File: src/rtl/soc_pkg.sv
`default_nettype none

package soc_pkg;

	// ******************************
	// Bus widths
	// ******************************
	localparam int DATA_W = 32;
	localparam int ADR_W = 32;
	localparam int SEL_W = 4;

	// ******************************
	// Address map
	// ******************************
	// UART status word, byte address.
	localparam int UART_ADDRESS = 1000;
	// Frame buffer word 0, byte address.
	localparam int VGA_BASE = 2000;
	// 640 pixels at one bit each.
	localparam int WORDS_PER_LINE = 20;

	// ******************************
	// VGA timing, 640x480
	// ******************************
	localparam int H_ACTIVE = 640;
	localparam int H_FRONT = 16;
	localparam int H_SYNC = 96;
	localparam int H_BACK = 48;
	localparam int H_TOTAL = H_ACTIVE + H_FRONT + H_SYNC + H_BACK;

	localparam int V_ACTIVE = 480;
	localparam int V_FRONT = 10;
	localparam int V_SYNC = 2;
	localparam int V_BACK = 33;
	localparam int V_TOTAL = V_ACTIVE + V_FRONT + V_SYNC + V_BACK;

	// First word of a line is requested this many clocks before column 0.
	localparam int FETCH_LEAD = 32;

	// ******************************
	// UART
	// ******************************
	localparam int CLKS_PER_BIT = 16;

endpackage

`default_nettype wire

File: src/rtl/vga_mem_if.sv
`timescale 1ns/1ns
`default_nettype none

// Frame fetcher to request handler link.
// req and word_adr hold until done, rdata is valid on the done cycle.
interface vga_mem_if;

	logic req;
	logic [soc_pkg::ADR_W-1:0] word_adr;
	logic [soc_pkg::DATA_W-1:0] rdata;
	logic done;

	modport requester (
		output req,
		output word_adr,
		input rdata,
		input done
	);

	modport server (
		input req,
		input word_adr,
		output rdata,
		output done
	);

endinterface

`default_nettype wire

File: src/rtl/request_handler.sv
`timescale 1ns/1ns
`default_nettype none

module request_handler (
	input logic mem_read,
	input logic reset,
	vga_mem_if.server vga,
	input logic [7:0] uart_byte,
	input logic uart_ready,
	input logic [soc_pkg::ADR_W-1:0] cpu_instr_adr,
	input logic [soc_pkg::ADR_W-1:0] cpu_data_adr,
	input logic cpu_read,
	input logic cpu_write,
	input logic [soc_pkg::DATA_W-1:0] cpu_wdata,
	input logic [soc_pkg::SEL_W-1:0] cpu_sel,
	output logic [soc_pkg::DATA_W-1:0] cpu_instr,
	output logic [soc_pkg::DATA_W-1:0] cpu_rdata,
	output logic cpu_enable,
	input logic mem_busy,
	input logic [soc_pkg::DATA_W-1:0] data_from_mem,
	output logic mem_rd,
	output logic mem_write,
	output logic [soc_pkg::ADR_W-1:0] adr_to_mem,
	output logic [soc_pkg::DATA_W-1:0] data_to_mem,
	output logic [soc_pkg::SEL_W-1:0] sel_to_mem
);

	typedef enum logic [2:0] {
		st_idle,
		st_vga,
		st_instr,
		st_data,
		st_respond
	} state_t;

	state_t state;
	logic instr_fetched;
	logic uart_flag;
	logic [7:0] uart_data;
	logic mem_ack;
	logic uart_hit;

	// Access completes on the first edge with the strobe up and busy low.
	assign mem_ack = (mem_rd || mem_write) && !mem_busy;
	assign uart_hit = cpu_data_adr == soc_pkg::ADR_W'(soc_pkg::UART_ADDRESS);

	always_ff @(posedge mem_read) begin
		if (reset) begin
			state <= st_idle;
			mem_rd <= 1'b0;
			mem_write <= 1'b0;
			cpu_enable <= 1'b0;
			vga.done <= 1'b0;
			instr_fetched <= 1'b0;
			uart_flag <= 1'b0;
		end else begin
			vga.done <= 1'b0;

			case (state)
				st_idle: begin
					// VGA wins every access boundary. done still high means that
					// request was just served.
					if (vga.req && !vga.done) begin
						mem_rd <= 1'b1;
						adr_to_mem <= soc_pkg::ADR_W'(soc_pkg::VGA_BASE) + (vga.word_adr << 2);
						sel_to_mem <= '1;
						state <= st_vga;
					end else if (!instr_fetched) begin
						mem_rd <= 1'b1;
						adr_to_mem <= cpu_instr_adr;
						sel_to_mem <= '1;
						state <= st_instr;
					end else if (cpu_read && uart_hit) begin
						cpu_rdata <= {{(soc_pkg::DATA_W - 9){1'b0}}, uart_flag, uart_data};
						uart_flag <= 1'b0;
						cpu_enable <= 1'b1;
						state <= st_respond;
					end else if (cpu_read) begin
						mem_rd <= 1'b1;
						adr_to_mem <= cpu_data_adr;
						sel_to_mem <= cpu_sel;
						state <= st_data;
					end else if (cpu_write && !uart_hit) begin
						mem_write <= 1'b1;
						adr_to_mem <= cpu_data_adr;
						data_to_mem <= cpu_wdata;
						sel_to_mem <= cpu_sel;
						state <= st_data;
					end else begin
						// No data access, or a write to the UART which is dropped.
						cpu_enable <= 1'b1;
						state <= st_respond;
					end
				end

				st_vga: begin
					if (mem_ack) begin
						mem_rd <= 1'b0;
						vga.rdata <= data_from_mem;
						vga.done <= 1'b1;
						state <= st_idle;
					end
				end

				st_instr: begin
					if (mem_ack) begin
						mem_rd <= 1'b0;
						cpu_instr <= data_from_mem;
						instr_fetched <= 1'b1;
						state <= st_idle;
					end
				end

				st_data: begin
					if (mem_ack) begin
						if (mem_rd) begin
							cpu_rdata <= data_from_mem;
						end
						mem_rd <= 1'b0;
						mem_write <= 1'b0;
						cpu_enable <= 1'b1;
						state <= st_respond;
					end
				end

				st_respond: begin
					// cpu_enable is high for this one cycle.
					cpu_enable <= 1'b0;
					instr_fetched <= 1'b0;
					state <= st_idle;
				end

				default: state <= st_idle;
			endcase

			// A new byte wins over a clearing read in the same cycle.
			if (uart_ready) begin
				uart_flag <= 1'b1;
				uart_data <= uart_byte;
			end
		end
	end

endmodule

`default_nettype wire

File: src/rtl/soc_memory_subsystem.sv
`timescale 1ns/1ns
`default_nettype none

module soc_memory_subsystem (
	input logic mem_read,
	input logic reset,
	input logic mem_busy,
	input logic [31:0] data_from_mem,
	input logic [31:0] cpu_instr_adr,
	input logic [31:0] cpu_data_adr,
	input logic cpu_read,
	input logic cpu_write,
	input logic [31:0] cpu_wdata,
	input logic [3:0] cpu_sel,
	input logic rx,
	output logic mem_rd,
	output logic mem_write,
	output logic [31:0] adr_to_mem,
	output logic [31:0] data_to_mem,
	output logic [3:0] sel_to_mem,
	output logic [31:0] cpu_instr,
	output logic [31:0] cpu_rdata,
	output logic cpu_enable,
	output logic h_out,
	output logic v_out,
	output logic pixel_data
);

	logic [7:0] uart_byte;
	logic uart_ready;
	logic [9:0] h_count;
	logic [9:0] v_count;

	vga_mem_if vga_bus ();

	request_handler request_handler_i (
		.mem_read (mem_read),
		.reset (reset),
		.vga (vga_bus.server),
		.uart_byte (uart_byte),
		.uart_ready (uart_ready),
		.cpu_instr_adr (cpu_instr_adr),
		.cpu_data_adr (cpu_data_adr),
		.cpu_read (cpu_read),
		.cpu_write (cpu_write),
		.cpu_wdata (cpu_wdata),
		.cpu_sel (cpu_sel),
		.cpu_instr (cpu_instr),
		.cpu_rdata (cpu_rdata),
		.cpu_enable (cpu_enable),
		.mem_busy (mem_busy),
		.data_from_mem (data_from_mem),
		.mem_rd (mem_rd),
		.mem_write (mem_write),
		.adr_to_mem (adr_to_mem),
		.data_to_mem (data_to_mem),
		.sel_to_mem (sel_to_mem)
	);

	uart_receiver uart_receiver_i (
		.mem_read (mem_read),
		.reset (reset),
		.rx (rx),
		.data_out (uart_byte),
		.data_ready (uart_ready)
	);

	vga_timing vga_timing_i (
		.mem_read (mem_read),
		.reset (reset),
		.h_count (h_count),
		.v_count (v_count),
		.h_out (h_out),
		.v_out (v_out)
	);

	vga_fetch vga_fetch_i (
		.mem_read (mem_read),
		.reset (reset),
		.h_count (h_count),
		.v_count (v_count),
		.mem (vga_bus.requester),
		.pixel_data (pixel_data)
	);

endmodule

`default_nettype wire

File: src/rtl/uart_receiver.sv
`timescale 1ns/1ns
`default_nettype none

module uart_receiver (
	input logic mem_read,
	input logic reset,
	input logic rx,
	output logic [7:0] data_out,
	output logic data_ready
);

	typedef enum logic [1:0] {
		st_idle,
		st_start,
		st_data,
		st_stop
	} state_t;

	state_t state;
	logic rx_meta;
	logic rx_sync;
	logic rx_prev;
	logic [$clog2(soc_pkg::CLKS_PER_BIT)-1:0] baud_cnt;
	logic [2:0] bit_idx;
	logic [7:0] shift_reg;
	logic half_bit;
	logic full_bit;

	assign half_bit = baud_cnt == ($bits(baud_cnt))'(soc_pkg::CLKS_PER_BIT / 2 - 1);
	assign full_bit = baud_cnt == ($bits(baud_cnt))'(soc_pkg::CLKS_PER_BIT - 1);

	// Two flop synchroniser, idle line is high.
	always_ff @(posedge mem_read) begin
		if (reset) begin
			rx_meta <= 1'b1;
			rx_sync <= 1'b1;
			rx_prev <= 1'b1;
		end else begin
			rx_meta <= rx;
			rx_sync <= rx_meta;
			rx_prev <= rx_sync;
		end
	end

	always_ff @(posedge mem_read) begin
		if (reset) begin
			state <= st_idle;
			baud_cnt <= '0;
			bit_idx <= '0;
			data_ready <= 1'b0;
		end else begin
			data_ready <= 1'b0;
			baud_cnt <= baud_cnt + 1'b1;

			case (state)
				st_idle: begin
					baud_cnt <= '0;
					if (rx_prev && !rx_sync) begin
						state <= st_start;
					end
				end

				// Wait to the middle of the start bit, then recheck it.
				st_start: begin
					if (half_bit) begin
						baud_cnt <= '0;
						bit_idx <= '0;
						state <= rx_sync ? st_idle : st_data;
					end
				end

				st_data: begin
					if (full_bit) begin
						baud_cnt <= '0;
						shift_reg <= {rx_sync, shift_reg[7:1]};
						bit_idx <= bit_idx + 1'b1;
						if (bit_idx == 3'd7) begin
							state <= st_stop;
						end
					end
				end

				st_stop: begin
					if (full_bit) begin
						// Framing error drops the byte.
						if (rx_sync) begin
							data_out <= shift_reg;
							data_ready <= 1'b1;
						end
						state <= st_idle;
					end
				end

				default: state <= st_idle;
			endcase
		end
	end

endmodule

`default_nettype wire

File: src/rtl/vga_fetch.sv
`timescale 1ns/1ns
`default_nettype none

module vga_fetch (
	input logic mem_read,
	input logic reset,
	input logic [9:0] h_count,
	input logic [9:0] v_count,
	vga_mem_if.requester mem,
	output logic pixel_data
);

	logic [9:0] nx_h;
	logic [9:0] nx_v;
	logic [9:0] lead_line;
	logic nx_active;
	logic lead_start;
	logic next_req;
	logic [soc_pkg::DATA_W-1:0] word_buf;
	logic [soc_pkg::DATA_W-1:0] shift_reg;

	// Position shown in the next cycle.
	always_comb begin
		nx_h = h_count + 10'd1;
		nx_v = v_count;
		if (h_count == 10'(soc_pkg::H_TOTAL - 1)) begin
			nx_h = '0;
			nx_v = (v_count == 10'(soc_pkg::V_TOTAL - 1)) ? '0 : v_count + 10'd1;
		end
	end

	assign nx_active = nx_h < 10'(soc_pkg::H_ACTIVE) && nx_v < 10'(soc_pkg::V_ACTIVE);
	assign lead_line = (v_count == 10'(soc_pkg::V_TOTAL - 1)) ? '0 : v_count + 10'd1;

	// First word of the coming line, FETCH_LEAD clocks ahead of column 0.
	assign lead_start = h_count == 10'(soc_pkg::H_TOTAL - soc_pkg::FETCH_LEAD - 1) &&
		lead_line < 10'(soc_pkg::V_ACTIVE);

	// At a word boundary, ask for the word after the one being loaded.
	assign next_req = nx_active && nx_h[4:0] == 5'd0 &&
		nx_h[9:5] < 5'(soc_pkg::WORDS_PER_LINE - 1);

	always_ff @(posedge mem_read) begin
		if (reset) begin
			mem.req <= 1'b0;
			mem.word_adr <= '0;
			shift_reg <= '0;
		end else begin
			if (lead_start) begin
				mem.req <= 1'b1;
				mem.word_adr <= soc_pkg::ADR_W'(lead_line) *
					soc_pkg::ADR_W'(soc_pkg::WORDS_PER_LINE);
			end else if (next_req) begin
				mem.req <= 1'b1;
				mem.word_adr <= soc_pkg::ADR_W'(nx_v) *
					soc_pkg::ADR_W'(soc_pkg::WORDS_PER_LINE) +
					soc_pkg::ADR_W'(nx_h[9:5]) + 1'b1;
			end else if (mem.done) begin
				mem.req <= 1'b0;
			end

			if (nx_active) begin
				if (nx_h[4:0] == 5'd0) begin
					shift_reg <= word_buf;
				end else begin
					shift_reg <= shift_reg << 1;
				end
			end
		end
	end

	always_ff @(posedge mem_read) begin
		if (mem.done) begin
			word_buf <= mem.rdata;
		end
	end

	// MSB first, blank outside the active area.
	assign pixel_data = (h_count < 10'(soc_pkg::H_ACTIVE) && v_count < 10'(soc_pkg::V_ACTIVE)) ?
		shift_reg[soc_pkg::DATA_W-1] : 1'b0;

endmodule

`default_nettype wire

File: src/rtl/vga_timing.sv
`timescale 1ns/1ns
`default_nettype none

module vga_timing (
	input logic mem_read,
	input logic reset,
	output logic [9:0] h_count,
	output logic [9:0] v_count,
	output logic h_out,
	output logic v_out
);

	localparam int H_SYNC_START = soc_pkg::H_ACTIVE + soc_pkg::H_FRONT;
	localparam int H_SYNC_END = H_SYNC_START + soc_pkg::H_SYNC;
	localparam int V_SYNC_START = soc_pkg::V_ACTIVE + soc_pkg::V_FRONT;
	localparam int V_SYNC_END = V_SYNC_START + soc_pkg::V_SYNC;

	logic [9:0] h_next;
	logic [9:0] v_next;
	logic line_end;

	assign line_end = h_count == 10'(soc_pkg::H_TOTAL - 1);

	// ******************************
	// Next counter values
	// ******************************
	always_comb begin
		h_next = h_count + 10'd1;
		v_next = v_count;
		if (line_end) begin
			h_next = '0;
			if (v_count == 10'(soc_pkg::V_TOTAL - 1)) begin
				v_next = '0;
			end else begin
				v_next = v_count + 10'd1;
			end
		end
	end

	// Sync is decoded from the next count, so it lines up with the counters.
	always_ff @(posedge mem_read) begin
		if (reset) begin
			h_count <= '0;
			v_count <= '0;
			h_out <= 1'b1;
			v_out <= 1'b1;
		end else begin
			h_count <= h_next;
			v_count <= v_next;
			h_out <= !(h_next >= 10'(H_SYNC_START) && h_next < 10'(H_SYNC_END));
			v_out <= !(v_next >= 10'(V_SYNC_START) && v_next < 10'(V_SYNC_END));
		end
	end

endmodule

`default_nettype wire

File: config.mk
export PLATFORM = sky130hd
export DESIGN_NAME = soc_memory_subsystem
export DESIGN_NICKNAME = d
export VERILOG_FILES = /design/src/rtl/soc_pkg.sv /design/src/rtl/vga_mem_if.sv /design/src/rtl/request_handler.sv /design/src/rtl/soc_memory_subsystem.sv /design/src/rtl/uart_receiver.sv /design/src/rtl/vga_fetch.sv /design/src/rtl/vga_timing.sv
export SDC_FILE = /design/constraint.sdc
export NUM_CORES = 1
export LEC_CHECK = 0
export BUFFER_PORTS_ARGS = -buffer_cell sky130_fd_sc_hd__buf_2
export CAP_MARGIN = 25
export CELL_PAD_IN_SITES_DETAIL_PLACEMENT = 1
export CELL_PAD_IN_SITES_GLOBAL_PLACEMENT = 2
export CORE_AREA = 2 2 242 244
export CTS_CLUSTER_DIAMETER = 150
export DETAILED_ROUTE_END_ITERATION = 6
export DIE_AREA = 0 0 244 246
export HOLD_SLACK_MARGIN = 0.12
export PLACE_DENSITY = 0.57
export SLEW_MARGIN = 25
export SYNTH_ARGS = -nofsm -noshare
export SYNTH_HDL_FRONTEND = slang
export SYNTH_SLANG_ARGS = --single-unit
File: constraint.sdc
create_clock -name mem_read -period 7.2 [get_ports mem_read]
set_input_delay 1.8 -clock mem_read [delete_from_list [all_inputs] [get_ports mem_read]]
set_output_delay 1.8 -clock mem_read [all_outputs]
set_load 0.005 [all_outputs]
==> results of run 1 <==
worst max path at each step:
stage | to | from | cells past startpoint | slack [ns]
CTS | vga_fetch_i.mem.word_adr[12] | vga_timing_i.v_count[0] | 18 | 2.56
detailed placement | vga_fetch_i.mem.word_adr[12] | vga_timing_i.v_count[0] | 18 | 2.62
global route | vga_fetch_i.mem.word_adr[12] | vga_timing_i.v_count[0] | 18 | 2.25
floorplan | request_handler_i.vga.rdata[0] | reset | 3 | 1.12
global placement | request_handler_i.cpu_rdata[26] | cpu_data_adr[27] | 9 | 2.70
finish | vga_fetch_i.mem.word_adr[12] | vga_timing_i.v_count[0] | 18 | 2.58
cell type report:
cell class / count / area (sq um)
antenna: 1 / 2.502
clock buffer: 50 / 1059
clock inverter: 22 / 165.2
fill: 6405 / 40230
inverter: 25 / 93.84
multi-input combinational: 706 / 4842
sequential: 313 / 8471
tap: 765 / 957.2
timing repair buffer: 292 / 1544
logic make-up (layout without fill, tap and decap cells):
logic type	Yosys count	after routing	synth area share, %
AND/OR/NAND/NOR	372	372	13.87
flip-flops	313	313	62.17
multiplexers	64	64	4.703
AO/OA/AOI/OAI	167	167	8.525
buffers and inverters	79	389	2.701
XOR/XNOR	56	56	3.601
adder cells (fa/ha/maj)	47	47	4.428
other	0	1	0
power by group through the flow:
stage,combinational (W),clock (W),sequential (W)
2_1_floorplan,0.000120,0,0.00203
3_3_place_gp,0.000245,0,0.00204
3_5_place_dp,0.000249,0,0.00204
4_1_cts,0.000250,0.00195,0.00201
5_1_grt,0.000278,0.00201,0.00201
6_report,0.000249,0.00187,0.00200
synthesized netlist by cell type (28+ instances only):
library cell               count  share of area [%]
sky130_fd_sc_hd__edfxtp_1    220                 49
sky130_fd_sc_hd__nor2_1      112                3.1
sky130_fd_sc_hd__dfxtp_1      93                 14
sky130_fd_sc_hd__nand2_1      86                2.4
sky130_fd_sc_hd__mux2i_1      64                4.7
sky130_fd_sc_hd__ha_1         45                4.1
sky130_fd_sc_hd__a21oi_1      41                1.5
sky130_fd_sc_hd__o21ai_0      37                1.4
sky130_fd_sc_hd__clkbuf_1     33               0.91
sky130_fd_sc_hd__xnor2_1      32                2.1
sky130_fd_sc_hd__and3_1       28                1.3
sky130_fd_sc_hd__nor3_1       28                1.0
metal layers:
metal | routed length, microns | part of all wire, %
met4 | 1242 | 3.2
met3 | 2103 | 5.4
met2 | 18180 | 46
met5 | 0 | 0
met1 | 17650 | 45
critical path: stages (launching register included):
cell and delay, ns:
sky130_fd_sc_hd__dfxtp_1 0.38, sky130_fd_sc_hd__inv_1 0.10, sky130_fd_sc_hd__ha_1 0.15, sky130_fd_sc_hd__nand4_1 0.13, sky130_fd_sc_hd__or4_1 0.60, sky130_fd_sc_hd__nand2_1 0.15
sky130_fd_sc_hd__nor2_1 0.05, sky130_fd_sc_hd__a21oi_1 0.23, sky130_fd_sc_hd__inv_1 0.10, sky130_fd_sc_hd__ha_1 0.31, sky130_fd_sc_hd__ha_1 0.23, sky130_fd_sc_hd__fa_1 0.41
sky130_fd_sc_hd__a211o_1 0.29, sky130_fd_sc_hd__o211ai_1 0.13, sky130_fd_sc_hd__a21oi_1 0.16, sky130_fd_sc_hd__a211o_1 0.31, sky130_fd_sc_hd__nor3_1 0.31, sky130_fd_sc_hd__xor2_1 0.11
sky130_fd_sc_hd__a221o_1 0.35
stage by stage:
stage | std cells | instance area, sq um
final | 2174 | 17130
after global routing | 2174 | 17130
after CTS | 2172 | 17100
after detailed placement | 2100 | 15880
after global placement | 2098 | 15840
after floorplan | 1098 | 13620
placed cells by master (no fill, tap or decap), types with 10 or more instances in the layout:
cell type,Yosys,routed
sky130_fd_sc_hd__xor2_1,24,24
sky130_fd_sc_hd__nor2_1,112,111
sky130_fd_sc_hd__o21ai_0,37,37
sky130_fd_sc_hd__a21oi_1,41,41
sky130_fd_sc_hd__nor2b_1,16,14
sky130_fd_sc_hd__nor3_1,28,26
sky130_fd_sc_hd__nand3_1,19,19
sky130_fd_sc_hd__or2_2,10,10
sky130_fd_sc_hd__a211oi_2,11,11
sky130_fd_sc_hd__clkbuf_16,0,40
sky130_fd_sc_hd__nand2_1,86,86
sky130_fd_sc_hd__inv_1,25,25
sky130_fd_sc_hd__xnor2_1,32,32
sky130_fd_sc_hd__and3_1,28,27
sky130_fd_sc_hd__buf_2,9,275
sky130_fd_sc_hd__mux2i_1,64,64
sky130_fd_sc_hd__nand2b_1,10,10
sky130_fd_sc_hd__clkinv_1,0,13
sky130_fd_sc_hd__a211oi_1,26,26
sky130_fd_sc_hd__dfxtp_1,93,91
sky130_fd_sc_hd__ha_1,45,45
sky130_fd_sc_hd__buf_4,0,15
sky130_fd_sc_hd__edfxtp_1,220,220
==> qor.tcl, run 1 <==
set qor(drt_first_pass_iters) 4
set qor(route.vias.total) 9524
set qor(io_buffer_count) 275
set qor(finalWorstPathRequiredPeriod_ns) 4.619
set qor(tightestPinTransition_ns) 0.8321
set qor(cts_buffer_depth) 3
set qor(mapped_area_sq_um) 13620
set qor(cts_resized) 0
set qor(avgRoutedWirePerCell_microns) 18.02
set qor(die_area_sq_um) 60020
set qor(final_nets) 1562
set qor(p_sw_w) 0.0009345
set qor(grt_pass1_wl_mm) 59.66
set qor(min-delay-path-class) {flip-flop to flip-flop}
set qor(initialDrtViolationCount) 339
set qor(min_delay_path_depth) 0
set qor(period_utilization_post_route_pct) 64.16
set qor(post-cts-setup-buffers) 0
set qor(dp_slack_ns) 2.616
set qor(yosys.cell_types.count) 67
set qor(yosys_synthesis_warning_count) 0
set qor(core_sq_um) 57370
set qor(io_pins) 276
set qor(grt_antenna_before_repair) 1
set qor(peakVddDrop_mv) 0.1325
set qor(most_instantiated_flip_flop_cell_in_the_synthesis_netlist) {sky130_fd_sc_hd__edfxtp_1}
set qor(post_synth_inst_count) 1098
set qor(setup_violations) 0
set qor(clock_power_share_pct) 45.3
set qor(report.power.total_w) 0.004121
set qor(hold_start) {request_handler_i.vga.rdata[6]}
set qor(critPathArrivalTime_ns) 5.04
set qor(crit_fanout) 7
set qor(die_height_microns) 246
set qor(gp_congestion) 0.8605
set qor(final_antenna_net_count) 0
set qor(r2r_setup_slack_ns) 2.58
set qor(worst_r2r_endpoint) {vga_fetch_i.mem.word_adr[12]}
set qor(layout_setup_ws_ns) 2.581
set qor(achievable-frequency_mhz) 216.5
set qor(start_util_pct) 23.74
set qor(combPwrFrac_pct) 6.0
set qor(globalRoute.totalOverflow) 0
set qor(p_sw_share_pct) 22.68
set qor(detailedPlacementHpwl_mm) 28.38
set qor(cts_num_sinks) 313
set qor(rsz0062_at_grt) {false}
set qor(vias_in_the_first_global_route) 10000
set qor(globalRouteMet3Util_pct) 2.636
set qor(use_met1_pct) 16.30
set qor(setup-tns-final_ns) 0
set qor(drc) 0
set qor(clk-insertion-delay-late_ns) 0.55
set qor(grt.total_usage_pct) 12.80
set qor(crit_path_start_kind) {flip-flop}
set qor(max_cap_violations) 0
set qor(clock_tree.root_cell) {sky130_fd_sc_hd__clkbuf_16}
set qor(ctsHtreeMaxLevel) 2
set qor(cts.hold.buffers_added) 0
set qor(power_frac_seq_pct) 48.6
set qor(grt_max_degree) 65
set qor(die_w_microns) 244
set qor(timing_worst_setup_path_type) {flip-flop to flip-flop}
set qor(finClkSkew_ns) 0.01930
set qor(met2_usage_pct) 21.37
set qor(postSynthAreaPerCell_sq_um) 12.40
set qor(flow.area_growth_from_synthesis_pct) 25.79
set qor(layout-drive-gt1-share_pct) 27.77
set qor(tritoncts) {built}
set qor(layout.core_utilization_pct) 29.87
set qor(slew-limit-headroom_pct) 44.53
set qor(edff_count_synth) 220
set qor(crit_required_ns) 7.62
set qor(finalHoldWorstSlack_ns) 0.4019
set qor(clk_transition_reported_paths_ns) 0.06
set qor(synth-seq-cells) 313
set qor(routed_via_density) 4.381
set qor(cellPowerDensity_nw_per_um2) 240.5
set qor(crit-reg2reg-launch) {vga_timing_i.v_count[0]}
set qor(rr_worst_depth) 18
set qor(postSynth.asyncResetShare_pct) 0
set qor(final_hold_viol_count) 0
set qor(static-leakage-power_nw) 6.657
set qor(holdPathEnd) {vga_fetch_i.word_buf[6]}
set qor(int_pwr_w) 0.003186
set qor(tritoncts.num_buffers) 39
set qor(kind_of_end_point_of_the_critical_path) {flip-flop}
set qor(rows) 88
set qor(global_route.peak_usage_layer) {met2}
set qor(status) {finished, final reports clean}
set qor(slew_violations) 0
set qor(synth_sequential_area_ratio_pct) 62.17
set qor(postSynthNetCount) 1283
set qor(drt-total-wl_mm) 39.18
Power figures use the tool's default switching activity.
==> run 2, diff against run 1 <==
Settings changed: PLACE_DENSITY 0.57 to 0.59.
Clock period 7.2 ns to 3.75 ns, I/O delays scaled along.
==> run 2 against run 1 <==
Effect of this change: the flow now finishes with violations (setup timing); critical path depth down 1; clock skew up 0.010 ns; worst setup slack worse by 2.7 ns; die area unchanged; power up 93%; hold slack better by 0.012 ns; flip-flop and latch count unchanged; sequential share of layout area down 2.9 points; clock-buffer cell count unchanged; via count up 4.3%; non-clock buffer count up 105; wire length up 0.42%; largest power group unchanged.
==> qor.tcl, run 2 (synthesis results as in run 1) <==
set qor(status) {finished with violations}
set qor(failed_checks) {setup timing}
set qor(tightestPinTransition_ns) 0.8473
set qor(achievable-frequency_mhz) 257.0
set qor(fillCellCount) 6367
set qor(finalWorstPathRequiredPeriod_ns) 3.890
set qor(clock_power_share_pct) 45.6
set qor(cts_buffer_depth) 3
set qor(rsz0062_at_grt) {true}
set qor(slew_violations) 0
set qor(ctsHtreeMaxLevel) 2
set qor(slew-limit-headroom_pct) 43.39
set qor(grt_pass1_wl_mm) 60.64
set qor(placed_cells) 2190
set qor(clock_tree.root_cell) {sky130_fd_sc_hd__clkbuf_16}
set qor(hold_start) {uart_receiver_i.rx_meta}
set qor(dp_slack_ns) -0.2716
set qor(layout.core_utilization_pct) 31.75
set qor(layout_setup_ws_ns) -0.1404
set qor(crit_fanout) 3
set qor(finClkSkew_ns) 0.02934
set qor(crit_required_ns) 4.20
set qor(static-leakage-power_nw) 7.190
set qor(r2r_setup_slack_ns) -0.14
set qor(worst_r2r_endpoint) {vga_fetch_i.mem.word_adr[13]}
set qor(final_hold_viol_count) 0
set qor(drt-total-wl_mm) 39.34
set qor(drc) 0
set qor(instances_no_fill) 2277
set qor(globalRoute.totalOverflow) 0
set qor(cts_num_sinks) 313
set qor(rr_worst_depth) 17
set qor(period_utilization_post_route_pct) 103.7
set qor(die_w_microns) 244
set qor(gp_congestion) 0.7871
set qor(core_sq_um) 57370
set qor(mostFrequentLayoutCell) {sky130_fd_sc_hd__buf_2}
set qor(rows) 88
set qor(setup-tns-final_ns) -0.3827
set qor(peakVddDrop_mv) 0.2503
set qor(grt_max_degree) 65
set qor(crit-reg2reg-launch) {vga_timing_i.v_count[8]}
set qor(vias_in_the_first_global_route) 10520
set qor(start_util_pct) 23.74
set qor(drt_first_pass_iters) 5
set qor(avgRoutedWirePerCell_microns) 17.28
set qor(p_sw_w) 0.001810
set qor(clk_transition_reported_paths_ns) 0.07
set qor(grt.total_usage_pct) 12.83
set qor(timing_worst_setup_path_type) {flip-flop to flip-flop}
set qor(max_cap_violations) 0
set qor(detailedPlacementHpwl_mm) 28.53
set qor(setup_violations) 4
set qor(holdPathEnd) {uart_receiver_i.rx_sync}
set qor(int_pwr_w) 0.006144
set qor(min_delay_path_depth) 1
set qor(crit_path_start_kind) {flip-flop}
set qor(final_antenna_net_count) 0
set qor(die_height_microns) 246
set qor(routed_via_density) 4.362
set qor(initialDrtViolationCount) 422
set qor(tritoncts.num_buffers) 38
set qor(mostFrequentLayoutCells) {sky130_fd_sc_hd__buf_2, sky130_fd_sc_hd__edfxtp_1, sky130_fd_sc_hd__buf_4, sky130_fd_sc_hd__nor2_1, sky130_fd_sc_hd__dfxtp_1}
set qor(critPathArrivalTime_ns) 4.34
set qor(final_nets) 1666
set qor(combPwrFrac_pct) 6.3
set qor(io_pins) 276
set qor(kind_of_end_point_of_the_critical_path) {flip-flop}
set qor(io_buffer_count) 275
set qor(layout-drive-gt1-share_pct) 36.07
set qor(route.vias.total) 9932
set qor(tritoncts) {built}
set qor(clk-insertion-delay-late_ns) 0.56
set qor(grt_antenna_before_repair) 3
set qor(p_sw_share_pct) 22.75
set qor(min-delay-path-class) {flip-flop to flip-flop}
set qor(flow.area_growth_from_synthesis_pct) 33.70
set qor(cts.hold.buffers_added) 0
set qor(power_frac_seq_pct) 48.1
set qor(die_area_sq_um) 60020
set qor(cellPowerDensity_nw_per_um2) 436.7
run 2: changes by cell type in the layout (fill, tap and decap cells not counted), moves of 7 or more:
| cell | previous run | this run |
|---|---|---|
| sky130_fd_sc_hd__clkinv_1 | 13 | 6 |
| sky130_fd_sc_hd__ha_1 | 45 | 37 |
| sky130_fd_sc_hd__a21oi_2 | 0 | 7 |
| sky130_fd_sc_hd__buf_4 | 15 | 117 |
| sky130_fd_sc_hd__a21oi_1 | 41 | 34 |
| sky130_fd_sc_hd__ha_4 | 0 | 7 |
run 2: through the flow:
step	cell area [sq um]	total power, W	hold WS (ns)
3_5_place_dp	16630	0.004412	0.4007
2_1_floorplan	13690	0.004139	0.3895
5_1_grt	18210	0.008302	0.4232
4_1_cts	17980	0.008116	0.4163
3_3_place_gp	16610	0.004395	0.3958
6_report	18210	0.007953	0.4141
run 2: layout make-up:
class	count	area (sq um)	share of cell area, %
Sequential cell	313	8476	46.54
Multi-Input combinational cell	706	5111	28.07
Timing Repair Buffer	397	2344	12.87
Clock buffer	50	1027	5.641
Tap cell	765	957.2	5.256
Clock inverter	20	200.2	1.099
Inverter	25	93.84	0.5153
Antenna cell	1	2.502	0.01374
run 2: worst max-delay path, cell delays in order (launching register included):
cell	delay, ns
sky130_fd_sc_hd__dfxtp_2	0.32
sky130_fd_sc_hd__or3_4	0.39
sky130_fd_sc_hd__or4_4	0.46
sky130_fd_sc_hd__nand2_4	0.09
sky130_fd_sc_hd__nor2_2	0.04
sky130_fd_sc_hd__a21oi_2	0.15
sky130_fd_sc_hd__inv_2	0.08
sky130_fd_sc_hd__ha_4	0.22
sky130_fd_sc_hd__ha_4	0.16
sky130_fd_sc_hd__fa_2	0.34
sky130_fd_sc_hd__a211o_1	0.31
sky130_fd_sc_hd__o211ai_1	0.16
sky130_fd_sc_hd__a21oi_2	0.10
sky130_fd_sc_hd__a211o_1	0.33
sky130_fd_sc_hd__nor2_1	0.10
sky130_fd_sc_hd__nand3_1	0.09
sky130_fd_sc_hd__xnor2_1	0.15
sky130_fd_sc_hd__a221o_1	0.30
run 2: metal layers:
metal | track usage (%) | share of wire, % | vias up
met5 | 0 | 0 | -
li1 | - | - | 4813
met3 | 2.712 | 5.4 | 59
met4 | 3.945 | 2.4 | 0
met2 | 21.79 | 48 | 262
met1 | 16.34 | 44 | 4798
run 2: timing repair:
| action | in CTS | in global routing |
|---|---|---|
| pin swaps | 18 | 28 |
| buffers inserted | 8 | 8 |
| endpoints found under the setup margin | 5 | 8 |
| resized for setup | 11 | 39 |
run 2: power groups by stage:
| stage | sequential [W] | clock [W] | combinational (W) |
|---|---|---|---|
| 2_1_floorplan | 0.00391 | 0 | 0.000233 |
| 3_3_place_gp | 0.00390 | 0 | 0.000500 |
| 3_5_place_dp | 0.00390 | 0 | 0.000514 |
| 4_1_cts | 0.00382 | 0.00378 | 0.000516 |
| 5_1_grt | 0.00383 | 0.00391 | 0.000561 |
| 6_report | 0.00382 | 0.00363 | 0.000501 |
run 2: how the worst max path moves through the flow:
stage	depth (start not counted)	to	slack (ns)	from
6_report	17	vga_fetch_i.mem.word_adr[13]	-0.14	vga_timing_i.v_count[8]
5_1_grt	19	vga_fetch_i.mem.word_adr[13]	-0.34	vga_timing_i.v_count[0]
4_1_cts	16	vga_fetch_i.mem.word_adr[12]	-0.19	vga_timing_i.v_count[6]
3_5_place_dp	18	vga_fetch_i.mem.word_adr[12]	-0.27	vga_timing_i.v_count[0]
3_3_place_gp	19	vga_fetch_i.mem.word_adr[13]	-0.19	vga_timing_i.v_count[0]
2_1_floorplan	18	vga_fetch_i.mem.word_adr[13]	-0.17	vga_timing_i.v_count[5]
